**src/design/vis_pkg.sv**
```systemverilog
// ==========================================================================
// Shared sizes, vector types and structs of the vector issue stage
// Imported by every module of the issue stage and by its testbench
// ==========================================================================
`default_nettype none

package vis_pkg;

    // ======================================================================
    // Sizes
    // ======================================================================
    localparam int N_VREGS    = 32;
    localparam int N_LANES    = 8;
    localparam int DATA_W     = 32;
    localparam int TICKET_W   = 4;
    localparam int LANE_SHIFT = $clog2(N_LANES);

    // ======================================================================
    // Vector typedefs
    // ======================================================================
    typedef logic [$clog2(N_VREGS)-1:0]         vreg_addr_t;
    typedef logic [TICKET_W-1:0]                ticket_t;
    typedef logic [DATA_W-1:0]                  elem_t;
    typedef logic [N_LANES-1:0]                 lane_mask_t;
    // Up to N_VREGS * N_LANES elements, so one extra bit
    typedef logic [$clog2(N_VREGS*N_LANES):0]   vl_t;
    typedef logic [1:0]                         fu_t;
    typedef logic [6:0]                         microop_t;

    // ======================================================================
    // Structs
    // ======================================================================
    typedef struct packed {
        vreg_addr_t dst;
        vreg_addr_t src1;
        vreg_addr_t src2;
        logic       dst_iszero;
        logic       src1_iszero;
        logic       src2_iszero;
        fu_t        fu;
        microop_t   microop;
        ticket_t    ticket;
        vl_t        vl;
        elem_t      immediate;
    } vis_instr_t;

    typedef struct packed {
        fu_t        fu;
        microop_t   microop;
        ticket_t    ticket;
        vreg_addr_t dst;
        logic       head_uop;
        logic       end_uop;
        vl_t        vl;
    } exec_info_t;

    typedef struct packed {
        logic  valid;
        elem_t data1;
        elem_t data2;
        elem_t immediate;
    } exec_lane_t;

    typedef struct packed {
        lane_mask_t en;
        vreg_addr_t addr;
        ticket_t    ticket;
    } wb_port_t;

    // Current micro-op as the datapath sees it
    typedef struct packed {
        vreg_addr_t src1;
        vreg_addr_t src2;
        vreg_addr_t dst;
        logic       src1_iszero;
        logic       src2_iszero;
        lane_mask_t lane_valid;
    } uop_ctx_t;

endpackage

`default_nettype wire

```
**src/design/pending_scoreboard.sv**
```systemverilog
// ==========================================================================
// Per-register, per-lane pending bits with the writer's ticket
// Set by issue of a writer, cleared by a writeback with a matching ticket
// ==========================================================================
`timescale 1ns/1ps
`default_nettype none

module pending_scoreboard
    import vis_pkg::*;
(
    input  wire         clk,
    input  wire         rst_n,
    input  wire         issue_i,
    input  uop_ctx_t    ctx_i,
    input  wire         dst_iszero_i,
    input  ticket_t     ticket_i,
    input  wb_port_t    wb_i,
    output lane_mask_t  src1_pending_o,
    output lane_mask_t  src2_pending_o,
    output ticket_t     src1_ticket_o,
    output ticket_t     src2_ticket_o,
    output logic        idle_o
);

    lane_mask_t [N_VREGS-1:0] pending_q;
    ticket_t    [N_VREGS-1:0] ticket_q;

    logic set_dst;
    logic wb_match;

    // A zero destination never becomes a hazard
    assign set_dst  = issue_i & ~dst_iszero_i;

    // Only the latest writer of a register may release it
    assign wb_match = wb_i.ticket == ticket_q[wb_i.addr];

    // ======================================================================
    // Pending state update
    // ======================================================================
    always_ff @(posedge clk or negedge rst_n) begin
        if (!rst_n) begin
            pending_q <= '0;
            ticket_q  <= '0;
        end else begin
            for (int r = 0; r < N_VREGS; r++) begin
                if (set_dst && ctx_i.dst == vreg_addr_t'(r)) begin
                    // Active lanes become pending, lanes beyond vl are free
                    pending_q[r] <= ctx_i.lane_valid;
                    ticket_q[r]  <= ticket_i;
                end else if (wb_match && wb_i.addr == vreg_addr_t'(r)) begin
                    pending_q[r] <= pending_q[r] & ~wb_i.en;
                end
            end
        end
    end

    // ======================================================================
    // Source lookup
    // ======================================================================
    assign src1_pending_o = pending_q[ctx_i.src1];
    assign src2_pending_o = pending_q[ctx_i.src2];
    assign src1_ticket_o  = ticket_q[ctx_i.src1];
    assign src2_ticket_o  = ticket_q[ctx_i.src2];

    assign idle_o = ~|pending_q;

endmodule

`default_nettype wire

```
**config.mk**
```make
export PLATFORM = sky130hd
export DESIGN_NAME = pending_scoreboard
export DESIGN_NICKNAME = d
export VERILOG_FILES = /design/src/design/vis_pkg.sv /design/src/design/pending_scoreboard.sv
export SDC_FILE = /design/constraint.sdc
export NUM_CORES = 1
export LEC_CHECK = 0
export ABC_AREA = 0
export BUFFER_PORTS_ARGS = -buffer_cell sky130_fd_sc_hd__buf_2
export CORE_UTILIZATION = 62
export CTS_BUF_LIST = sky130_fd_sc_hd__clkbuf_4 sky130_fd_sc_hd__clkbuf_8
export DETAILED_ROUTE_END_ITERATION = 16
export GPL_TIMING_DRIVEN = 1
export PLACE_DENSITY_LB_ADDON = 0.05
export SLEW_MARGIN = 20
export SYNTH_ARGS = -nofsm -noshare
export SYNTH_HDL_FRONTEND = slang
export SYNTH_SLANG_ARGS = --single-unit
```
**constraint.sdc**
```tcl
create_clock -name clk -period 5.8 [get_ports clk]
set_input_delay 1.16 -clock clk [delete_from_list [all_inputs] [get_ports clk]]
set_output_delay 1.16 -clock clk [all_outputs]
set_load 0.01 [all_outputs]
```
### Word level (Yosys, flattened, before mapping)

Index checks and enable logic that the tools add are counted.

| cells by class | value |
|---|---|
| add/sub/neg operators | 0 |
| $mul | 0 |
| div/mod/pow operators | 0 |
| $lt $le $gt $ge | 3 |
| eq/ne operators | 63 |
| shift operators | 0 |
| multiplexer cells | 74 |
| bitwise operators | 35 |
| reductions and logical operators | 100 |

Operator list:

| kind | number |
|---|---|
| 8-bit two-way mux | 66 |
| 8-bit bitwise AND | 32 |
| 256-bit OR reduction | 1 |
| 5-bit equality test (second input constant) | 32 |
| 8-bit binary-select mux with 5-bit select | 2 |
| 5-bit by 4-bit equality test with 1-bit output (second input constant) | 16 |
| 1-bit logical AND | 64 |
| 2-bit nonzero test | 32 |
| 4-bit binary-select mux with 5-bit select | 3 |
| 5-bit by 3-bit equality test with 1-bit output (second input constant) | 8 |
| 5-bit by 2-bit equality test with 1-bit output (second input constant) | 4 |
| 5-bit by 6-bit < comparator with 1-bit output (second input constant) | 3 |
| 4-bit two-way mux | 3 |
| 5-bit by 1-bit equality test with 1-bit output (second input constant) | 2 |
| 5-bit zero test | 2 |
| 8-bit NOT | 1 |
| 4-bit equality test | 1 |
| 1-bit bitwise AND | 1 |
| 1-bit zero test | 1 |
| 1-bit NOT | 1 |

| storage, ports and cells | value |
|---|---|
| flip-flop bits (word level) | 384 |
| latch bits | 0 |
| RAM bits | 0 |
| ROM bits | 0 |
| input bits | 50 |
| output and inout port bits | 25 |
| logic and storage cells | 339 |
| memories | 0 |

### Logic depth before layout (Yosys ltp)

| logic depth | value |
|---|---|
| depth after elaboration | 6 |
| depth in mapped cells | 13 |
| mapped depth without buffers | 7 |

### Least setup slack after synthesis

Ideal clock, no wire load.

| timing path | value |
|---|---|
| path kind | input -> output |
| from | in ctx_i[20] in the netlist's numbering |
| to | out src1_pending_o[0] |
| arrival time | 3,638 ps |
| setup slack | 1,002 ps |
| stages | 6 |
| path buffers | 3 |
| path through | clkbuf_1 clkbuf_1 buf_1 mux4_2 mux4_2 mux2_2 |

| between the ends | value |
|---|---|
| word-level cells in the longest chain between the ends | 2 |

RTL lines:

| item | RTL line | RTL |
|---|---|---|
| start: declaration | pending_scoreboard.sv:14 | `input uop_ctx_t ctx_i,` |
| 8-bit binary-select mux with 5-bit select | pending_scoreboard.sv:60 | `assign src1_pending_o = pending_q[ctx_i.src1];` |
| 8-bit two-way mux (implied by the code) | pending_scoreboard.sv:60 |  |
| end: declaration | pending_scoreboard.sv:18 | `output lane_mask_t src1_pending_o,` |

No other way between the ends. The select of a mux whose other input is x is not followed.

### Final worst setup path

| timing path | value |
|---|---|
| from | in ctx_i[15] in the netlist's numbering |
| to | out src2_pending_o[6] |

| between the ends | value |
|---|---|
| word-level cells in the longest chain between the ends | 2 |

RTL lines:

| item | RTL line | RTL |
|---|---|---|
| 8-bit binary-select mux with 5-bit select | pending_scoreboard.sv:61 | `assign src2_pending_o = pending_q[ctx_i.src2];` |
| 8-bit two-way mux (implied by the code) | pending_scoreboard.sv:61 |  |
| end: declaration | pending_scoreboard.sv:19 | `output lane_mask_t src2_pending_o,` |

No other way between the ends. The select of a mux whose other input is x is not followed.

==> reports/qor.txt <==
Status: complete, no violations
Routed wire per std cell: 35.1 um
Post-CTS Setup Bufs: 0
Mux contribution to synthesized area: 0.416
First-pass GRT wire length: 127 mm
Slew Viols, Final: 0
Critical path data arrival time: 3.57 ns
Final ANT Viol Nets: 0
DP HPWL: 54.2 mm
Yosys cell types: 45
Worst setup EP type: output pin
Initial Util: 0.628
MaxCap Viol Count: 0
Die width: 200 um
TritonCTS clock tree: yes
Relative slew slack: 0.150
Synth warnings: 0
Area fraction in compound gates after synthesis: 0.0835
Post-CTS Hold Fix Bufs: 0
Class of the most critical setup path: input pin to output pin
Share of the synthesized area in the top cell type: 0.396
Vias in the first global route: 19,300
Clock buffer depth: 3
Simple-gate share of the synthesized area: 0.0685
Share of post-route cells with drive strength above 1: 0.361
DRC Markers: 0
CP dominant cell by count: mux4_2
Crit-path max cell delay: 0.55 ns
Period minus WS final: 4.73 ns
Worst R2R Path Depth: 8
Adder-Cell Fraction of Synth Area: 0
Antenna cells: 0
Reg2reg setup slack: 1.89 ns
Largest net degree at the start of global routing: 127
Cell Count, Final, Fillers Out: 2,459
Final period util: 0.816
CP max-delay cell: mux4_2
Top cell type by total area after synthesis: dfrtp_1
Routability-driven placement congestion ratio: 0.933
Sequential share of the synthesized area: 0.396
Syn-to-layout area delta: 10.7%
Top delay family on crit path: multiplexers
Die ar.: 0.0399 sq mm
Commonest cells post-synth: dfrtp_1, mux2i_1, mux4_2, clkbuf_1, a21oi_1
Routed vias/inst: 7.94
Post-CTS resize count: 0
Largest family of logic cells by synthesized area: multiplexers
Post-Syn Nets: 1,926
Worst Path Buf+Inv: 3
Initial DRC Count: 2,318
Worst slew pin tran: 1.27 ns
Row count: 72
Vias: 19,500
Most frequent cell after synthesis: dfrtp_1
Gate Count Post-Synth: 1,876
Mapped Area: 0.0243 sq mm
GR Util All Layers: 0.448
XOR/XNOR Fraction of Synth Area: 0.00113
Core Box Area: 0.0386 sq mm
Clock buffer count from CTS: 69
Number of synthesized flops with an enable pin: 0
Power Density: 302 mW/mm^2
Pre-Repair DR Iteration Count: 5
Leakage: 11.6 nW
CTS sink cnt: 384
RSZ-0062 raised after global routing: no
Reg-to-reg endpoint: pending_q[56]
Synth Register Bits: 384
Port Buffers: 72
Clk slew on worst S/H paths: 0.06 ns
Count of final hold-check violations: 0
Cell chain of the critical path: buf_6 > buf_4 > mux4_2 > mux4_2 > mux2_2 > buf_2
Overflow left after global routing: 0
Setup Viol. Count Final: 0
WL final: 86.4 mm
Fmax: 211 MHz
Setup TNS: 0 ns
Power consumption: 8.10 mW
CTS H-tree depth: 3
Total I/O pin count: 75
Die height: 200 um
Initial antenna violation count: 4
Critical Path RT: 4.64 ns
Root Driver: clkbuf_8
Synth Flop Type: dfrtp_1
RR Startpoint: ticket_q[127]
Startpoint Class: input pin
Clock Latency Late Sink: 0.65 ns
Post-synth ARST share: 1.00
Synth top area cells: dfrtp_1, mux4_2, mux2i_1
Worst hold path class: input pin to asynchronous set/reset pin
Worst IR drop on VDD: 0.000218 V
Nets@finish: 1,940
Placed cells: 2,337
Setup Skew: 0.0344 ns
Worst-path maximum fanout: 36
Post-Syn Area per Cell: 12.9 sq um
==> cell usage in the layout, fill, tap and decap left out, drive strengths merged, types with 4 or more instances in the layout <==
master	count
dfrtp	384
mux2i	286
mux4	257
buf	148
a21oi	136
mux2	128
a41oi	124
nand2	107
clkbuf	107
nor4	71
nor2	48
nand4	26
nor3	23
clkinv	7
nor2b	7
and2	7
nor3b	5
and3	5
nand2b	5
clkinvlp	5
nand3	4
nand3b	4
a22oi	4
a211oi	4
a2111oi	4
==> area by class of cell <==
| type | instances | area [sq um] |
|---|---|---|
| repair buffers | 148 | 1100 |
| well taps | 518 | 648 |
| multi-input cells | 1284 | 14000 |
| flip-flops and latches | 384 | 9610 |
| inverters | 3 | 11.3 |
| clock buffers | 107 | 1370 |
| clock inverters | 15 | 163 |
| fillers | 2704 | 11800 |
==> kinds of logic after synthesis <==
logic type / after synthesis
xor gates and xnor gates: 1
buffers and inverters: 208
muxes: 671
and+or+nand+nor: 320
AOI/OAI and AO/OA: 292
DFF: 384
==> stage by stage <==
step	hold slack, ns	setup slack [ns]	cell area (sq um)	utilization
after floorplan	0.475	1.00	24300	-
after global placement	0.494	0.741	25300	0.655
after CTS	0.527	1.07	26900	0.695
after detailed placement	0.513	0.667	25300	0.655
final	0.510	1.07	26900	0.695
after global routing	0.559	0.993	26900	0.695
==> routing by layer <==
metal | up-vias | wire (um) | GRT usage
met5 | - | 57 | 0
met4 | 8 | 6340 | 0.290
met3 | 387 | 11600 | 0.149
met2 | 1582 | 37900 | 0.644
met1 | 9946 | 30500 | 0.587
li1 | 7605 | - | -
==> report_power, final <==
group | switching [mW] | internal, mW | leakage [nW] | total [mW]
Clock | 1.22 | 1.64 | 0.798 | 2.86
Combinational | 0.876 | 0.907 | 5.71 | 1.78
Sequential | 0.422 | 3.04 | 5.11 | 3.46
Total | 2.52 | 5.59 | 11.6 | 8.10
==> state kept, by name, indices dropped and copies added, names as in the netlist <==
name,flops
pending_q,256
ticket_q,128
==> worst max-delay path by stage <==
stage,from,slack [ns],depth (start not counted),endpoint
after floorplan,ctx_i[20],1.00,6,src1_pending_o[0]
after global placement,wb_i[4],0.74,9,pending_q[88]
after detailed placement,wb_i[4],0.67,9,pending_q[8]
after CTS,ctx_i[15],1.07,6,src2_pending_o[6]
after global routing,ctx_i[15],0.99,6,src2_pending_o[6]
final,ctx_i[15],1.07,6,src2_pending_o[6]
Power figures use the tool's default switching activity.
