$ cat src/design/vis_pkg.sv
// ==========================================================================
// Shared sizes, vector types and structs of the vector issue stage
// Imported by every module of the issue stage and by its testbench
// ==========================================================================
`default_nettype none

package vis_pkg;

    // ======================================================================
    // Sizes
    // ======================================================================
    localparam int N_VREGS    = 32;
    localparam int N_LANES    = 8;
    localparam int DATA_W     = 32;
    localparam int TICKET_W   = 4;
    localparam int LANE_SHIFT = $clog2(N_LANES);

    // ======================================================================
    // Vector typedefs
    // ======================================================================
    typedef logic [$clog2(N_VREGS)-1:0]         vreg_addr_t;
    typedef logic [TICKET_W-1:0]                ticket_t;
    typedef logic [DATA_W-1:0]                  elem_t;
    typedef logic [N_LANES-1:0]                 lane_mask_t;
    // Up to N_VREGS * N_LANES elements, so one extra bit
    typedef logic [$clog2(N_VREGS*N_LANES):0]   vl_t;
    typedef logic [1:0]                         fu_t;
    typedef logic [6:0]                         microop_t;

    // ======================================================================
    // Structs
    // ======================================================================
    typedef struct packed {
        vreg_addr_t dst;
        vreg_addr_t src1;
        vreg_addr_t src2;
        logic       dst_iszero;
        logic       src1_iszero;
        logic       src2_iszero;
        fu_t        fu;
        microop_t   microop;
        ticket_t    ticket;
        vl_t        vl;
        elem_t      immediate;
    } vis_instr_t;

    typedef struct packed {
        fu_t        fu;
        microop_t   microop;
        ticket_t    ticket;
        vreg_addr_t dst;
        logic       head_uop;
        logic       end_uop;
        vl_t        vl;
    } exec_info_t;

    typedef struct packed {
        logic  valid;
        elem_t data1;
        elem_t data2;
        elem_t immediate;
    } exec_lane_t;

    typedef struct packed {
        lane_mask_t en;
        vreg_addr_t addr;
        ticket_t    ticket;
    } wb_port_t;

    // Current micro-op as the datapath sees it
    typedef struct packed {
        vreg_addr_t src1;
        vreg_addr_t src2;
        vreg_addr_t dst;
        logic       src1_iszero;
        logic       src2_iszero;
        lane_mask_t lane_valid;
    } uop_ctx_t;

endpackage

`default_nettype wire

$ cat src/design/issue_ctrl.sv
// ==========================================================================
// Expansion controller, walks one instruction through its micro-ops
// Decides issue and pop, and drives the micro-op context to the datapath
// ==========================================================================
`timescale 1ns/1ps
`default_nettype none

module issue_ctrl
    import vis_pkg::*;
(
    input  wire         clk,
    input  wire         rst_n,
    input  wire         valid_i,
    input  vis_instr_t  instr_i,
    input  wire         ready_i,
    input  lane_mask_t  operands_ok_i,
    output uop_ctx_t    ctx_o,
    output logic        issue_o,
    output logic        ready_o,
    output logic        valid_o,
    output exec_info_t  info_o
);

    vreg_addr_t exp_cnt;
    vl_t        remaining;
    lane_mask_t lane_valid;
    logic       head_uop;
    logic       end_uop;
    logic       vl_reached;
    logic       last_reg;
    logic       pop;

    // One bit wider than vl_t so (count + 1) * lanes never wraps
    logic [$bits(vl_t):0] next_base;

    // ======================================================================
    // Expansion bookkeeping
    // ======================================================================
    assign remaining  = instr_i.vl - (vl_t'(exp_cnt) << LANE_SHIFT);
    assign next_base  = ({1'b0, vl_t'(exp_cnt)} + 1'b1) << LANE_SHIFT;
    assign vl_reached = next_base >= {1'b0, instr_i.vl};
    assign last_reg   = exp_cnt == vreg_addr_t'(N_VREGS - 1);
    assign end_uop    = vl_reached | last_reg;
    assign head_uop   = exp_cnt == '0;

    // Thermometer of lanes still inside vl
    always_comb begin
        for (int k = 0; k < N_LANES; k++) begin
            lane_valid[k] = remaining > vl_t'(k);
        end
    end

    // Register indices advance by one per micro-op, wrapping at N_VREGS
    always_comb begin
        ctx_o.src1        = instr_i.src1 + exp_cnt;
        ctx_o.src2        = instr_i.src2 + exp_cnt;
        ctx_o.dst         = instr_i.dst + exp_cnt;
        ctx_o.src1_iszero = instr_i.src1_iszero;
        ctx_o.src2_iszero = instr_i.src2_iszero;
        ctx_o.lane_valid  = lane_valid;
    end

    // ======================================================================
    // Issue and pop
    // ======================================================================
    // Inactive lanes never hold up the micro-op
    assign issue_o = valid_i & ready_i & (&(operands_ok_i | ~lane_valid));
    assign ready_o = issue_o & end_uop;
    assign valid_o = issue_o;
    assign pop     = valid_i & ready_o;

    always_ff @(posedge clk or negedge rst_n) begin
        if (!rst_n) begin
            exp_cnt <= '0;
        end else if (pop) begin
            exp_cnt <= '0;
        end else if (issue_o) begin
            exp_cnt <= exp_cnt + 1'b1;
        end
    end

    // ======================================================================
    // Control towards execution
    // ======================================================================
    always_comb begin
        info_o.fu       = instr_i.fu;
        info_o.microop  = instr_i.microop;
        info_o.ticket   = instr_i.ticket;
        info_o.dst      = ctx_o.dst;
        info_o.head_uop = head_uop;
        info_o.end_uop  = end_uop;
        // Full length on the head, what is left on the rest
        info_o.vl       = head_uop ? instr_i.vl : remaining;
    end

endmodule

`default_nettype wire

$ cat config.mk
export PLATFORM = sky130hd
export DESIGN_NAME = issue_ctrl
export DESIGN_NICKNAME = d
export VERILOG_FILES = /design/src/design/vis_pkg.sv /design/src/design/issue_ctrl.sv
export SDC_FILE = /design/constraint.sdc
export NUM_CORES = 1
export LEC_CHECK = 0
export ABC_AREA = 1
export BUFFER_PORTS_ARGS = -buffer_cell sky130_fd_sc_hd__buf_2
export CORE_MARGIN = 2
export CORE_UTILIZATION = 41
export DETAILED_ROUTE_END_ITERATION = 6
export PLACE_DENSITY = 0.83
export SLEW_MARGIN = 20
export SYNTH_ARGS = -nofsm -noshare
export SYNTH_HDL_FRONTEND = slang
export SYNTH_SLANG_ARGS = --single-unit
$ cat constraint.sdc
create_clock -name clk -period 3.47 [get_ports clk]
set_input_delay 0.1735 -clock clk [delete_from_list [all_inputs] [get_ports clk]]
set_output_delay 0.1735 -clock clk [all_outputs]
set_load 0.02 [all_outputs]
# Word-level counts from Yosys, hierarchy flattened
# Cells that the tools add are included.
[word_totals]
regBits = 5
latchBits = 0
ramBits = 0
rom_bits = 0
inputBits = 84
output_inout_bits = 57
word_cells = 30
mem_count = 0
[classes]
add_sub_neg = 6
n_mul = 0
div = 0
order_cmp = 9
eq_ne = 1
shifts = 0
muxes = 3
bitwise_logic = 7
n_reduce_logical = 3
[op_table]
columns = ["cell", "count"]
rows = [
  ["9-bit by 3-bit greater-than comparator with 1-bit output, second input constant", 4],
  ["9-bit by 1-bit greater-than comparator with 1-bit output, second input constant", 2],
  ["9-bit by 2-bit greater-than comparator with 1-bit output, second input constant", 2],
  ["5-bit adder", 3],
  ["5-bit two-way mux", 2],
  ["9-bit >= comparator", 1],
  ["9-bit two-way mux", 1],
  ["9-bit by 8-bit subtractor with 9-bit output", 1],
  ["8-bit NOT", 1],
  ["8-bit OR", 1],
  ["8-bit AND reduction", 1],
  ["5-bit by 1-bit adder with 6-bit output, second input constant", 1],
  ["5-bit by 1-bit adder with 5-bit output, second input constant", 1],
  ["5-bit equality test, second input constant", 1],
  ["5-bit zero test", 1],
  ["1-bit AND", 4],
  ["2-bit nonzero test", 1],
  ["1-bit OR", 1],
]

# Logic depth before layout (Yosys ltp)
[depth]
depth_word = 9
depth_mapped = 16
ltp_nobuf = 16

# Worst setup path before layout
# Ideal clock, no wire load.
[synth_timing]
path_kind = "register to output"
startpoint = "register exp_cnt[0]"
endpoint = "output port valid_o"
arrival_ns = 2.507
slack_ns = 0.789
stages_incl_launch_ff = 14
n_path_buf = 1
path_cell_list = "dfrtp_1 -> ha_1 -> inv_1 -> fa_1 -> nor2_1 -> inv_1 -> a21oi_1 -> nand3_2 -> nand2_1 -> nand3_2 -> nor2_4 -> nand3_4 -> inv_2 -> buf_4"
[synth_lines]
columns = ["item", "line", "source"]
rows = [
  ["from (decl)", "issue_ctrl.sv:24", "vreg_addr_t exp_cnt;"],
  ["from (signal assigned)", "issue_ctrl.sv:78", "exp_cnt <= exp_cnt + 1'b1;"],
  ["to (decl)", "issue_ctrl.sv:20", "output logic valid_o,"],
]

# Worst setup path after layout
[layout_timing]
startpoint = "register exp_cnt[0]"
endpoint = "output port ready_o"
[layout_between]
elab_chain_cells = 7
elab_cells_between_ends = 18
[layout_lines]
columns = ["item", "line", "source"]
rows = [
  ["9-bit by 8-bit subtractor with 9-bit output", "issue_ctrl.sv:39", "assign remaining = instr_i.vl - (vl_t'(exp_cnt) << LANE_SHIFT);"],
  ["9-bit by 1-bit greater-than comparator with 1-bit output, or another cell as far along", "issue_ctrl.sv:49", "lane_valid[k] = remaining > vl_t'(k);"],
  ["8-bit NOT", "issue_ctrl.sv:67", "assign issue_o = valid_i & ready_i & (&(operands_ok_i | ~lane_valid));"],
  ["8-bit OR", "issue_ctrl.sv:67", ""],
  ["8-bit AND reduction", "issue_ctrl.sv:67", ""],
  ["1-bit AND", "issue_ctrl.sv:67", ""],
  ["1-bit AND (*)", "issue_ctrl.sv:68", "assign ready_o = issue_o & end_uop;"],
  ["to (decl)", "issue_ctrl.sv:19", "output logic ready_o,"],
]
# Every way passes the cells marked *; elsewhere a longest branch is shown, timed or not.

==> summary.md <==
| Metric | Value |
|---|---|
| Status | complete, no violations |
| Dpl ws | 0.6943 ns |
| CTS resizes | 0 |
| Core region area | 0.004294 sq mm |
| Residual DRC | 0 |
| Metal3 WL | 293 microns |
| Gr ovfl total | 0 |
| Post-DP Area | 0.002077 sq mm |
| Commonest non-fill, non-tap cell in the layout | buf_2 |
| Initial antenna violation count | 0 |
| Die ar. | 0.004967 sq mm |
| # diodes | 0 |
| Adder-cell area share of the yosys netlist | 22.38% |
| Routed WL | 4259 microns |
| CTS tree | done |
| Clk_lat worst skew | 0.23 ns |
| Largest net degree at the start of global routing | 9 |
| Flops & latches, synth | 5 |
| Critical path type | flop to output port |
| Reg-to-reg slack, setup | 0.88 ns |
| Crit. End Element | output port |
| Worst Path Max Fanout | 7 |
| # placed instances | 374 |
| Row count | 24 |
| Top sig layer | met4 |
| Met1 WL | 1899 microns |
| Initial core utilization | 42.19% |
| Most flop-heavy register | exp_cnt |
| Post-synthesis compound-gate area fraction | 7.666% |
| Hold crit path type | input port to asynchronous set/reset pin |
| Post-CTS Hold Buffers | 1 |
| Synth cell types | 29 |
| Post-route cell area | 0.002132 sq mm |
| Vias | 1847 |
| Overall Power | 0.3629 mW |
| # IOs | 141 |
| Max FFs per register | 5 |
| Worst hold slack | 0.2881 ns |
| Fin. Hold Viols | 0 |
| Simple-gate share of the synthesized area | 33.98% |
| Startpoint Class | flop |
| Largest family of logic cells by synthesized area | simple AND/OR/NAND/NOR gates |
| Clk buf depth | 2 |
| Post-CTS setup repair buffer count | 0 |
| Routed Antenna Nets | 0 |
| Synthesis Warnings | 0 |
| Util after Layout | 49.65% |
| Pwr dens | 170.2 mW/mm^2 |
| Layout cell share with drive strength beyond 1 | 31.50% |
| Worst Skew | 0.002556 ns |
| Slew Viols, Final | 0 |
| Worst Path Required | 3.30 ns |
| PortBufs | 77 |
| Syn-to-layout area delta | 17.68% |
| Max-cap violations | 0 |
| Setup violators final | 0 |
| Reg clk slew, reported paths | 0.04 ns |
| Worst-Margin Slew | 0.3134 ns |
| Synth Area in XOR/XNOR | 7.251% |
| Top flop regs | exp_cnt (5) |
| VDD IR max | 0.08753 mV |
| TritonCTS Buffers | 3 |
| Final worst-path cycle share | 86.42% |
| Post-Syn Instances | 270 |
| Metal2 WL | 2024 microns |
| Die H | 70.48 microns |
| Post-synthesis mux area share | 0% |
| Synthesized Nets | 384 |
| Slew headroom | 79.11% |
| Syn Area/Cell | 6.710 sq um |
| Final Critical Period | 2.999 ns |
| Htree depth | 1 |
| 1st-iter DRT viols | 50 |
| First-pass GRT wire length | 7182 microns |
| Leak pwr | 1.257 nW |
| Highest clock rate | 0.3335 GHz |
| Net count, final | 442 |
| Die X | 70.48 microns |
| Routed wire per std cell | 11.24 microns |
| Root Buffer | clkbuf_8 |
| Most frequent cells in the layout | buf_2 (77), inv_1 (50), nand2_1 (49) |
| Clock sinks | 5 |
| Routed vias/inst | 4.873 |
| Final TNS setup | 0 ns |
| Cell Count, Final, Fillers Out | 379 |
| Worst EP arrival | 2.83 ns |
| Cell Area, Synth | 0.001812 sq mm |
| First-pass DRT Iterations | 4 |
| Total Routing Usage GR | 17.20% |
| GP Congestion | 0.8561 |
| Post-DP HPWL | 3652 microns |
| RSZ-0062 raised after global routing | no |
| Post-synthesis sequential area ratio | 6.906% |
| Final setup margin | 0.4713 ns |
| Vias in the first global route | 1745 |
-- cell usage after synthesis --
master	n	area share (%)
inv_1	50	10
nand2_1	49	10
buf_4	26	11
ha_1	26	18
nand3_1	21	5.8
nor2_1	17	3.5
o21ai_0	12	3.3
xor2_1	12	5.8
a21oi_1	11	3.0
nand4_1	7	2.4
dfrtp_1	5	6.9
fa_1	4	4.4
nand3_2	4	2.2
nand2_2	3	1.0
nand3_4	3	2.9
nor2_4	3	1.9
xnor2_1	3	1.5
inv_2	2	0.41
nor2_2	2	0.69
a21oi_2	1	0.48
buf_2	1	0.28
nand2_4	1	0.62
nand4_2	1	0.69
nor2_8	1	1.1
nor3_1	1	0.28
nor4_1	1	0.35
o21bai_1	1	0.41
o31ai_1	1	0.41
or2_1	1	0.35
-- layout make-up --
cell class	instances	area [sq um]
fillers	444	2162
repair buffers	80	410.4
well taps	52	65.06
multi-input cells	186	1291
inverters	52	195.2
flip-flops and latches	5	125.1
clock buffers	4	45.04
-- routing by layer --
metal,track usage (%),vias to the layer above
li1,-,950
met4,4.915,0
met2,31.97,72
met5,0,-
met3,1.443,6
met1,20.82,819
-- cell families after synthesis --
kind of cell,count (synthesis)
xor+xnor,15
compound gates,26
simple gates,115
flops,5
buf+inv,79
fa+ha+maj,30
-- power by group --
group | internal, mW | switching [mW] | total [mW] | leakage, nW
Sequential | 0.0594 | 0.000505 | 0.0599 | 0.0697
Combinational | 0.0706 | 0.122 | 0.192 | 1.16
Clock | 0.0791 | 0.0314 | 0.111 | 0.0228
-- worst paths after layout --
| kind | from | cells after the start | endpoint |
|---|---|---|---|
| max | exp_cnt[0] | 13 | ready_o |
| min | rst_n | 2 | exp_cnt[1] |
| max reg2reg | exp_cnt[0] | 13 | exp_cnt[3] |
| min reg2reg | exp_cnt[0] | 3 | exp_cnt[0] |
| max in group asynchronous | rst_n | 2 | exp_cnt[2] |
| min in group clk | instr_i[48] | 0 | info_o[23] |
-- worst max-delay path, stage by stage, from the launching register on --
cell,delay (ns)
dfrtp_1,0.37
ha_1,0.19
inv_1,0.15
fa_1,0.50
nor2_1,0.25
inv_1,0.11
nor2_1,0.18
nand3_4,0.13
nor2_4,0.11
nor2_2,0.05
nor2_4,0.18
nand3_4,0.14
nor2_2,0.09
buf_2,0.16
Power figures use the tool's default switching activity.
