$ cat src/design/vis_pkg.sv
// ==========================================================================
// Shared sizes, vector types and structs of the vector issue stage
// Imported by every module of the issue stage and by its testbench
// ==========================================================================
`default_nettype none

package vis_pkg;

    // ======================================================================
    // Sizes
    // ======================================================================
    localparam int N_VREGS    = 32;
    localparam int N_LANES    = 8;
    localparam int DATA_W     = 32;
    localparam int TICKET_W   = 4;
    localparam int LANE_SHIFT = $clog2(N_LANES);

    // ======================================================================
    // Vector typedefs
    // ======================================================================
    typedef logic [$clog2(N_VREGS)-1:0]         vreg_addr_t;
    typedef logic [TICKET_W-1:0]                ticket_t;
    typedef logic [DATA_W-1:0]                  elem_t;
    typedef logic [N_LANES-1:0]                 lane_mask_t;
    // Up to N_VREGS * N_LANES elements, so one extra bit
    typedef logic [$clog2(N_VREGS*N_LANES):0]   vl_t;
    typedef logic [1:0]                         fu_t;
    typedef logic [6:0]                         microop_t;

    // ======================================================================
    // Structs
    // ======================================================================
    typedef struct packed {
        vreg_addr_t dst;
        vreg_addr_t src1;
        vreg_addr_t src2;
        logic       dst_iszero;
        logic       src1_iszero;
        logic       src2_iszero;
        fu_t        fu;
        microop_t   microop;
        ticket_t    ticket;
        vl_t        vl;
        elem_t      immediate;
    } vis_instr_t;

    typedef struct packed {
        fu_t        fu;
        microop_t   microop;
        ticket_t    ticket;
        vreg_addr_t dst;
        logic       head_uop;
        logic       end_uop;
        vl_t        vl;
    } exec_info_t;

    typedef struct packed {
        logic  valid;
        elem_t data1;
        elem_t data2;
        elem_t immediate;
    } exec_lane_t;

    typedef struct packed {
        lane_mask_t en;
        vreg_addr_t addr;
        ticket_t    ticket;
    } wb_port_t;

    // Current micro-op as the datapath sees it
    typedef struct packed {
        vreg_addr_t src1;
        vreg_addr_t src2;
        vreg_addr_t dst;
        logic       src1_iszero;
        logic       src2_iszero;
        lane_mask_t lane_valid;
    } uop_ctx_t;

endpackage

`default_nettype wire

$ cat src/design/operand_select.sv
// ==========================================================================
// Operand hazard check and forwarding from the writeback port
// Builds the per-lane payload towards execution
// ==========================================================================
`timescale 1ns/1ps
`default_nettype none

module operand_select
    import vis_pkg::*;
(
    input  uop_ctx_t                    ctx_i,
    input  lane_mask_t                  src1_pending_i,
    input  lane_mask_t                  src2_pending_i,
    input  ticket_t                     src1_ticket_i,
    input  ticket_t                     src2_ticket_i,
    input  wb_port_t                    wb_i,
    input  elem_t [N_LANES-1:0]         wb_data_i,
    input  elem_t [N_LANES-1:0]         rd_data1_i,
    input  elem_t [N_LANES-1:0]         rd_data2_i,
    input  elem_t                       immediate_i,
    output exec_lane_t [N_LANES-1:0]    lanes_o,
    output lane_mask_t                  operands_ok_o
);

    lane_mask_t fwd1;
    lane_mask_t fwd2;
    lane_mask_t src1_ok;
    lane_mask_t src2_ok;

    // Writeback lanes that carry the value a source is waiting for
    function automatic lane_mask_t fwd_match(input wb_port_t wb, input vreg_addr_t src,
                                             input ticket_t tkt);
        lane_mask_t hit;
        hit = (wb.addr == src && wb.ticket == tkt) ? wb.en : '0;
        return hit;
    endfunction

    assign fwd1 = fwd_match(wb_i, ctx_i.src1, src1_ticket_i);
    assign fwd2 = fwd_match(wb_i, ctx_i.src2, src2_ticket_i);

    assign src1_ok = {N_LANES{ctx_i.src1_iszero}} | fwd1 | ~src1_pending_i;
    assign src2_ok = {N_LANES{ctx_i.src2_iszero}} | fwd2 | ~src2_pending_i;

    assign operands_ok_o = src1_ok & src2_ok;

    // ======================================================================
    // Lane payload
    // ======================================================================
    always_comb begin
        for (int k = 0; k < N_LANES; k++) begin
            lanes_o[k].valid     = ctx_i.lane_valid[k];
            lanes_o[k].data1     = fwd1[k] ? wb_data_i[k] : rd_data1_i[k];
            lanes_o[k].data2     = fwd2[k] ? wb_data_i[k] : rd_data2_i[k];
            lanes_o[k].immediate = immediate_i;
        end
    end

endmodule

`default_nettype wire

$ cat config.mk
export PLATFORM = sky130hd
export DESIGN_NAME = operand_select
export DESIGN_NICKNAME = d
export VERILOG_FILES = /design/src/design/vis_pkg.sv /design/src/design/operand_select.sv
export SDC_FILE = /design/constraint.sdc
export NUM_CORES = 1
export LEC_CHECK = 0
export BUFFER_PORTS_ARGS = -buffer_cell sky130_fd_sc_hd__buf_2
export CORE_AREA = 5 5 648 650
export DETAILED_ROUTE_END_ITERATION = 10
export DIE_AREA = 0 0 653 655
export PLACE_DENSITY = 0.3
export SYNTH_ARGS = -nofsm -noshare
export SYNTH_HDL_FRONTEND = slang
export SYNTH_SLANG_ARGS = --single-unit
$ cat constraint.sdc
create_clock -name vclk -period 4.3
set_input_delay 1.29 -clock vclk [all_inputs]
set_output_delay 1.29 -clock vclk [all_outputs]
set_load 0.02 [all_outputs]
### Yosys cells after proc, flatten, opt, wreduce, memory -nomap -nowiden

Cells that the tools add are included.

| operators by class | value |
|---|---|
| muxes and demuxes | 18 |
| $add $sub $neg | 0 |
| equal/unequal tests | 4 |
| bitwise logic cells | 7 |
| $mul | 0 |
| reduce and logical (&&, ||, !) cells | 2 |
| divide/modulo/power cells | 0 |
| $lt $le $gt $ge | 0 |
| shift operators | 0 |

Operators with widths:

| cell | number |
|---|---|
| 32-bit 2-to-1 mux | 16 |
| 8-bit OR | 4 |
| 8-bit 2-to-1 mux | 2 |
| 8-bit inverter | 2 |
| 5-bit equality test | 2 |
| 8-bit AND | 1 |
| 4-bit equality test | 2 |
| 1-bit logical AND | 2 |

| word-level totals | value |
|---|---|
| bits in read-only memories | 0 |
| output and inout bits | 784 |
| latch bits | 0 |
| register bits after elaboration | 0 |
| bits in writable memories | 0 |
| memories kept | 0 |

### Logic depth before layout (Yosys ltp)

Gate-level depths: netlist of the first run.

| logic depth | value |
|---|---|
| depth in word-level cells | 6 |
| depth in mapped cells | 6 |
| gate-level depth less buffers | 4 |

### Least setup slack after synthesis of the first run

Ideal clock, no wire load.

| timing | value |
|---|---|
| path kind | input-to-output |
| from | input port src2_ticket_i[3] |
| to | output port operands_ok_o[1] |
| arrival time | 3,001 ps |
| stages on the path | 5 |
| path buffers | 1 |
| path slack | 9 ps |
| cell sequence | nor2b_1 or3_4 nor4_4 buf_6 a2bb2oi_1 |

| on the way | value |
|---|---|
| longest elaborated chain between the ends | 6 |

RTL lines:

| what | line | RTL |
|---|---|---|
| start, declared | operand_select.sv:15 | `input ticket_t src2_ticket_i,` |
| 4-bit equality test | operand_select.sv:34 | `hit = (wb.addr == src && wb.ticket == tkt) ? wb.en : '0;` |
| 1-bit logical AND | operand_select.sv:34 |  |
| 8-bit 2-to-1 mux | operand_select.sv:34 |  |
| 8-bit OR (2 in a row) | operand_select.sv:42 | `assign src2_ok = {N_LANES{ctx_i.src2_iszero}} \| fwd2 \| ~src2_pending_i;` |
| 8-bit AND | operand_select.sv:44 | `assign operands_ok_o = src1_ok & src2_ok;` |
| end, declared | operand_select.sv:22 | `output lane_mask_t operands_ok_o` |

No other way between the ends.

==> results of run 1 <==
==> timing repair <==
action,4_1_cts,5_1_grt
endpoints found under the hold margin,0,0
gates resized for setup,643,270
pin swaps,16,14
buffers inserted,34,16
setup endpoints to repair,520,520
gates cloned,23,8
==> power groups by stage <==
| stage | clock network (mW) | registers (mW) | logic, mW |
|---|---|---|---|
| final | 0.00000309 | 0 | 2.66 |
| after global routing | 0.00000194 | 0 | 2.78 |
| after CTS | 0 | 0 | 2.68 |
| after detailed placement | 0 | 0 | 2.42 |
| after global placement | 0 | 0 | 2.41 |
| after floorplan | 0 | 0 | 1.04 |
==> layer usage <==
metal / global-route usage, % / vias to the layer above / part of all wire (%)
met5: 0 / - / 0.66
met4: 2.53 / 320 / 3.4
met3: 9.27 / 1072 / 15
met2: 24.6 / 2087 / 47
met1: 14.4 / 6690 / 34
li1: - / 5494 / -
==> placed cells by master (no fill, tap or decap), types with 3 or more instances in the layout <==
cell type,count
a2bb2oi_4,3
and4_4,5
buf_12,170
buf_16,25
buf_2,1001
buf_4,57
buf_6,184
buf_8,44
clkbuf_16,8
clkbuf_4,3
diode_2,102
mux2_1,4
mux2_2,263
mux2_4,245
nand2b_1,7
nand3_1,3
nand4_4,5
nor2b_1,9
nor4_4,5
nor4b_4,5
or3_4,3
xor2_1,6
xor2_4,7
==> final cells by class <==
| class | count | area, um^2 | area share (%) |
|---|---|---|---|
| Timing Repair Buffer | 1492 | 12500 | 45.6 |
| Inverter | 2 | 7.51 | 0.0274 |
| Antenna cell | 102 | 255 | 0.933 |
| Tap cell | 5474 | 6850 | 25.0 |
| Multi-Input combinational cell | 589 | 7750 | 28.4 |
==> cells by family (layout without fill, tap and decap cells) <==
| group | Yosys count | count (layout) |
|---|---|---|
| and+or+nand+nor | 53 | 53 |
| AOI/OAI and AO/OA | 8 | 8 |
| xor gates and xnor gates | 16 | 16 |
| muxes | 512 | 512 |
| buffers and inverters | 320 | 1494 |
| other | 0 | 102 |
==> worst paths after layout <==
check,to,startpoint,depth (start not counted),slack [ns]
worst max-delay path,lanes_o[427],src2_ticket_i[0],9,-0.48
worst min-delay path,lanes_o[403],immediate_i[15],0,2.58
==> summary.md, run 1 <==
| Metric | Value |
|---|---|
| Outcome | `finished, violations left` |
| Failing checks | `setup timing` |
| Layout cells sized above 1 | `98.1%` |
| Worst hold margin | `2.58 ns` |
| Gpl congestion | `~0.92` |
| Setup WS pre-CTS | `-1.18 ns` |
| Post-route DRC | `0` |
| Initial DRC count | `between 900 and 1000` |
| Final wirelength | `323000 um` |
| Synth Area in Adders | `0%` |
| DR vias | `15700` |
| Final net count | `~3000` |
| Most frequent cells after synthesis | `460 x mux2_2, 264 x buf_4, 47 x mux2_4` |
| Grt total ovfl | `0` |
| Int Power | `between 1 and 1.5 mW` |
| Fmax | `209 MHz` |
| Mean Syn Cell Area | `9.96 um^2` |
| Chip Width | `653 um` |
| Setup crit start kind | `input pin` |
| Worst-Margin Slew | `0.551 ns` |
| Vias in the first global route | `roughly 13000` |
| Initial antenna violation count | `560` |
| Sequential fraction of the synthesis area | `0%` |
| Sw Ratio | `around three fifths` |
| WS Path Type | `in2out` |
| DP Area | `0.0228 mm^2` |
| Die Y | `between 600 and 700 um` |
| Register area | `0 um^2` |
| First-pass GRT wire length | `around 350000 um` |
| Area leader, netlist | `mux2_2` |
| Post-synth top area share | `between 50 and 60%` |
| Die footprint | `~0.43 mm^2` |
| CP max stage delay | `roughly 0.5 ns` |
| Number of sequential cells | `0` |
| Post-route insts no fill | `around 7700` |
| Site row count | `between 200 and 250` |
| Total Power | `2.66 mW` |
| Routed Antenna Nets | `0` |
| CP most frequent cell | `buf_12` |
| Cell variety after synth | `26` |
| CP Cell Sequence | `buf_8 > xor2_4 > buf_12 > or3_4 > nor4_4 > buf_12 > buf_12 > mux2_2 > buf_4` |
| Most frequent cell after synthesis | `mux2_2` |
| Initial Utilization | `around 2.2%` |
| Vias per inst | `around 2.0` |
| I/O pin cnt | `1650` |
| Final hold vios | `0` |
| Fill count | `approximately 49000` |
| Ys Warns | `0` |
| Post-CTS Hold Buffers | `0` |
| Normalized max-slew margin | `between 60% and 70%` |
| Worst VDD drop | `61.4 uV` |
| Max cap viols | `0` |
| Port Buffer Count | `about 1300` |
| Largest net degree at the start of global routing | `34` |
| Psw | `1.55 mW` |
| Leak Pwr | `11.1 nW` |
| Post-Syn Instances | `about 900` |
| Global-route usage over all layers | `14.2%` |
| RSZ-0062 raised after global routing | `yes` |
| Largest family of logic cells by synthesized area | `multiplexers` |
| Comb power frac | `between 90% and 100%` |
| Simple-gate share of the synthesized area | `5.35%` |
| Worst Setup Slack, final | `-0.482 ns` |
| Clock buffer count | `0` |
| WL per Instance | `about 42 um` |
| Crit-path slowest cell | `or3_4` |
| Final period utilization | `111%` |
| Mapped Nets | `about 1800` |
| CP delay by family, top | `buffers and inverters` |
| Final Cell Area | `between 0.02 and 0.03 mm^2` |
| Mux cell area share after synthesis | `roughly 66%` |
| Max Slew Vio Count | `0` |
| Placed cell count | `roughly 7500` |
| Synth Area in Compound Gates | `less than 1%` |
| PD cells | `between 90 and 100 mW/mm^2` |
| Core Area | `0.413 mm^2` |
| Setup crit end kind | `primary output` |
| Min-delay worst type | `in2out` |
| Share of the core filled with cells | `roughly 6.6%` |
| Synthesized cell area | `between 0.009 and 0.01 mm^2` |
| Final setup vio count | `520` |
| Worst Path Arrival | `3.49 ns` |
| Synthesis-to-layout area growth | `202%` |
| CP bufs+invs | `5` |
| Placed wire-length estimate | `305000 um` |
| Fin crit period | `about 4.8 ns` |
| Setup tns final | `-162.89 ns` |
| Clock power share | `0%` |
| Synth top area cells | `mux2_2 57%, buf_4 22%, mux2_4 7.8%` |
| Required time of the critical path | `3.01 ns` |
| XOR/XNOR Fraction of Synth Area | `about 1.6%` |
| Max FO, Critical Path | `12` |
| Flop pwr share | `0%` |
| Drt first pass iters | `4` |
Power figures use the tool's default switching activity.
==> run 2: changes to the inputs <==
--- a/config.mk
+++ b/config.mk
@@ -12,2 +12,3 @@
 export PLACE_DENSITY = 0.3
+export REMOVE_ABC_BUFFERS = 1
 export SYNTH_ARGS = -nofsm -noshare
==> constraint.sdc (replaced) <==
create_clock -name vclk -period 4.3
set_input_delay 0.645 -clock vclk [all_inputs]
set_output_delay 0.645 -clock vclk [all_outputs]
set_load 0.02 [all_outputs]
==> run 2 against run 1 <==
Net effect: the flow now finishes without violations; non-clock buffer count shrank 109; setup slack gained 0.82 ns; critical path depth is the same; combinational power shrank 23%; final area shrank 20%; wire length grew 12%; flip-flop and latch count is the same; critical endpoint is now operands_ok_o[7].
==> summary.md, run 2 (synthesis results as in run 1) <==
| Metric | Value |
|---|---|
| Setup crit end kind | `primary output` |
| I/O pin cnt | `around 1700` |
| Post-CTS Hold Buffers | `0` |
| CP max stage delay | `about 0.6 ns` |
| Max Slew Vio Count | `0` |
| Routed Antenna Nets | `0` |
| Clock power share | `0%` |
| Comb power frac | `between 90% and 100%` |
| Number of sequential cells | `0` |
| Initial DRC count | `about 1000` |
| Layout cells sized above 1 | `between 90% and 100%` |
| CP Cell Sequence | `buf_2 > xor2_1 > buf_4 > nor4_4 > buf_4 > and4_2 > buf_4 > o32a_1 > buf_2` |
| Fmax | `roughly 250 MHz` |
| Placed wire-length estimate | `between 300000 and 400000 um` |
| Normalized max-slew margin | `about half` |
| Final period utilization | `92.2%` |
| Commonest non-fill, non-tap cell in the layout | `buf_2` |
| Die Y | `655 um` |
| CP most frequent cell | `buf_4` |
| Setup WS pre-CTS | `0.263 ns` |
| Total Power | `2.06 mW` |
| Worst VDD drop | `23.1 uV` |
| Post-route DRC | `0` |
| Leak Pwr | `slightly above 8 nW` |
| Resized cells post-CTS | `0` |
| Crit-path slowest cell | `and4_2` |
| Setup crit start kind | `input pin` |
| DP Area | `approximately 0.021 mm^2` |
| Int Power | `between 0.7 and 0.8 mW` |
| CP delay by family, top | `buffers and inverters` |
| Core Area | `0.413 mm^2` |
| Final Cell Area | `roughly 0.022 mm^2` |
| Worst hold margin | `around 1.3 ns` |
| Final wirelength | `around 360000 um` |
| Sw Ratio | `roughly 64%` |
| Fill count | `slightly below 50000` |
| Final hold vios | `0` |
| Most frequent cells in the layout | `1298 x buf_2, 460 x mux2_2, 59 x buf_12, 47 x mux2_4, 26 x buf_4` |
| Outcome | `finished clean` |
| Final net count | `~2800` |
| DR vias | `roughly 16000` |
| PD cells | `93.9 mW/mm^2` |
| Share of the core filled with cells | `under 10%` |
| Worst Path Arrival | `approximately 3.3 ns` |
| Largest net degree at the start of global routing | `34` |
| Post-route insts no fill | `around 7700` |
| Vias in the first global route | `approximately 13000` |
| Site row count | `~240` |
| Drt first pass iters | `5` |
| Global-route usage over all layers | `~16%` |
| Placed cell count | `between 7000 and 8000` |
| Final setup vio count | `0` |
| Synthesis-to-layout area growth | `143%` |
| Max cap viols | `0` |
| Psw | `between 1 and 1.5 mW` |
| # Post-CTS Setup Buffers | `0` |
| Die footprint | `0.428 mm^2` |
| Worst Setup Slack, final | `approximately 0.34 ns` |
| Flop pwr share | `0%` |
| Gpl congestion | `0.857` |
| Initial antenna violation count | `~600` |
| RSZ-0062 raised after global routing | `no` |
| WL per Instance | `between 40 and 50 um` |
| Initial Utilization | `2.20%` |
| Register area | `0 um^2` |
| Grt total ovfl | `0` |
| Required time of the critical path | `approximately 3.7 ns` |
| Min-delay worst type | `in2out` |
| Worst-Margin Slew | `0.729 ns` |
| Clock buffer count | `0` |
| CP bufs+invs | `5` |
| First-pass GRT wire length | `388000 um` |
| Setup tns final | `0 ns` |
| Max FO, Critical Path | `17` |
| WS Path Type | `in2out` |
| Fin crit period | `around 4.0 ns` |
| Port Buffer Count | `about 1300` |
| Vias per inst | `2.06` |
| Chip Width | `around 650 um` |
## run 2: area by class of cell
type | count | area [um^2] | area share [%]
Timing Repair Buffer | 1383 | 7870 | 35.8
Tap cell | 5474 | 6850 | 31.2
Multi-Input combinational cell | 589 | 6690 | 30.4
Antenna cell | 226 | 566 | 2.57
Inverter | 2 | 7.51 | 0.0341
## run 2: final timing paths
check / from / endpoint / slack, ns / cells after the start
setup / recovery: wb_i[7] / operands_ok_o[7] / 0.34 / 9
hold / removal: ctx_i[1] / lanes_o[193] / 1.29 / 0
## run 2: metal layers
| layer | track usage (%) | vias to the layer above | part of all wire (%) |
|---|---|---|---|
| met3 | 12.4 | 986 | 16 |
| met1 | 15.3 | 6928 | 33 |
| met2 | 27.8 | 2119 | 48 |
| met5 | 0.962 | - | 0.77 |
| li1 | - | 5434 | - |
| met4 | 1.68 | 331 | 2.3 |
## run 2: power by group through the flow
stage	clock network [mW]	registers, mW	logic (mW)
floorplan	0	0	0.676
global route	0.00000248	0	2.15
global placement	0	0	2.14
CTS	0	0	2.16
finish	0.00000789	0	2.06
detailed placement	0	0	2.15
==> run 3: changes to the inputs <==
- CELL_PAD_IN_SITES_DETAIL_PLACEMENT: not set -> 1
- CELL_PAD_IN_SITES_GLOBAL_PLACEMENT: not set -> 2
- CORE_AREA: 5 5 648 650 -> 5 5 644 646
- DIE_AREA: 0 0 653 655 -> 0 0 649 651
==> run 3 against run 2 <==
Net effect: fmax up 4.2%; highest routed layer unchanged; power down 11%; die area is 1.2% lower.
==> summary.md, run 3 (synthesis results as in run 1) <==
| Metric | Value |
|---|---|
| Outcome | `finished clean` |
| Core Area | `between 0.4 and 0.5 mm^2` |
| Max cap viols | `0` |
| RSZ-0062 raised after global routing | `no` |
| I/O pin cnt | `1650` |
| Crit-path slowest cell | `and4_2` |
| First-pass GRT wire length | `337000 um` |
| Setup crit end kind | `primary output` |
| Worst hold margin | `around 1.3 ns` |
| Max Slew Vio Count | `0` |
| Clock buffer count | `0` |
| Grt total ovfl | `0` |
| Die Y | `around 650 um` |
| Drt first pass iters | `4` |
| CP Cell Sequence | `buf_2 > xor2_1 > nor4_4 > buf_4 > and4_2 > buf_4 > mux2_2 > buf_2` |
| Vias in the first global route | `13800` |
| Worst hold endpoint | `lanes_o[193]` |
| Gpl congestion | `~0.85` |
| Largest net degree at the start of global routing | `34` |
| Routed Antenna Nets | `0` |
| Required time of the critical path | `between 3 and 4 ns` |
| CP max stage delay | `between 0.7 and 0.8 ns` |
| Post-route DRC | `0` |
| Die footprint | `about 0.42 mm^2` |
| Vias per inst | `2.02` |
| Setup crit start kind | `input pin` |
| Resized cells post-CTS | `0` |
| Site row count | `~240` |
| PD cells | `around 86 mW/mm^2` |
| Fmax | `roughly 260 MHz` |
| Final setup vio count | `0` |
| Max FO, Critical Path | `13` |
| DR vias | `about 15000` |
| Worst VDD drop | `roughly 24 uV` |
| DP Area | `about 0.021 mm^2` |
| Worst Path Arrival | `3.16 ns` |
| Hold Path Origin | `ctx_i[1]` |
| Hold path depth | `0` |
| Fin crit period | `between 3 and 4 ns` |
| WL per Instance | `slightly above 40 um` |
| Min-delay worst type | `in2out` |
| Initial Utilization | `around 2.2%` |
| Worst-Margin Slew | `0.886 ns` |
| Normalized max-slew margin | `about two fifths` |
| Placed wire-length estimate | `~290000 um` |
| Register area | `0 um^2` |
| Final wirelength | `304000 um` |
| Initial antenna violation count | `about 510` |
| Leak Pwr | `approximately 8 nW` |
| Port Buffer Count | `around 1300` |
| Post-CTS Hold Buffers | `0` |
| Total Power | `around 1.8 mW` |
| Global-route usage over all layers | `between 10% and 20%` |
| Most frequent cells in the layout | `1320 x buf_2, 460 x mux2_2, 47 x mux2_4, 44 x buf_12, 19 x buf_4` |
| # Post-CTS Setup Buffers | `0` |
| Final period utilization | `88.4%` |
| Fill count | `48900` |
| Final Cell Area | `0.0214 mm^2` |
| Layout cells sized above 1 | `between 90% and 100%` |
| Synthesis-to-layout area growth | `137%` |
| Setup tns final | `0 ns` |
| Final hold vios | `0` |
| Chip Width | `between 600 and 700 um` |
| Number of sequential cells | `0` |
| WS Path Type | `in2out` |
| Final net count | `about 2800` |
| Commonest non-fill, non-tap cell in the layout | `buf_2` |
| Initial DRC count | `a little over 1000` |
## run 3: changes by cell type in the layout (fill, tap and decap cells not counted)
cell / delta
and4_2: +1
and4_4: -1
buf_12: -15
buf_2: +22
buf_4: -7
diode_2: -116
## run 3: critical path, delay by kind of cell
kind	cells	cell delay, ns
buf+inv	4	0.85
mux	1	0.33
simple gates	2	1.08
xor+xnor	1	0.18
## run 3: where the power goes
part	total [mW]	internal (mW)	switching, mW
registers	0	0	0
logic	1.85	0.706	1.14
clock network	0.00000358	0.00000358	0
total	1.85	0.706	1.14
## run 3: through the flow
| stage | instances | util, % | setup slack, ns |
|---|---|---|---|
| detailed placement | 7425 | 5.18 | 0.343 |
| global placement | 7425 | 5.18 | 0.353 |
| floorplan | 591 | - | 0.352 |
| CTS | 7425 | 5.18 | 0.339 |
| finish | 7535 | 5.24 | 0.498 |
| global route | 7449 | 5.19 | 0.378 |
## run 3: per-layer routing
layer  GRT usage [%]  vias to the layer above  wire [um]
li1                -                     5296          -
met1            12.4                     6698      95900
met2            23.6                     1923     142000
met3            12.2                      949      55900
met4           0.809                      357       6320
met5            1.22                        -       3080
## run 3: layout make-up
| type | count | area, um^2 | area share (%) |
|---|---|---|---|
| tap | 5451 | 6820 | 31.8 |
| multi-input combinational | 589 | 6690 | 31.2 |
| timing repair buffer | 1383 | 7630 | 35.6 |
| antenna | 110 | 275 | 1.29 |
| inverter | 2 | 7.51 | 0.0350 |
## run 3: worst max path at each step
| stage | end | slack [ns] | startpoint | cells past startpoint |
|---|---|---|---|---|
| 2_1_floorplan | operands_ok_o[1] | 0.35 | src2_ticket_i[3] | 4 |
| 3_3_place_gp | lanes_o[772] | 0.35 | ctx_i[23] | 7 |
| 3_5_place_dp | lanes_o[772] | 0.34 | ctx_i[23] | 7 |
| 4_1_cts | lanes_o[772] | 0.34 | wb_i[7] | 7 |
| 5_1_grt | lanes_o[773] | 0.38 | wb_i[7] | 8 |
| 6_report | lanes_o[758] | 0.50 | wb_i[7] | 8 |
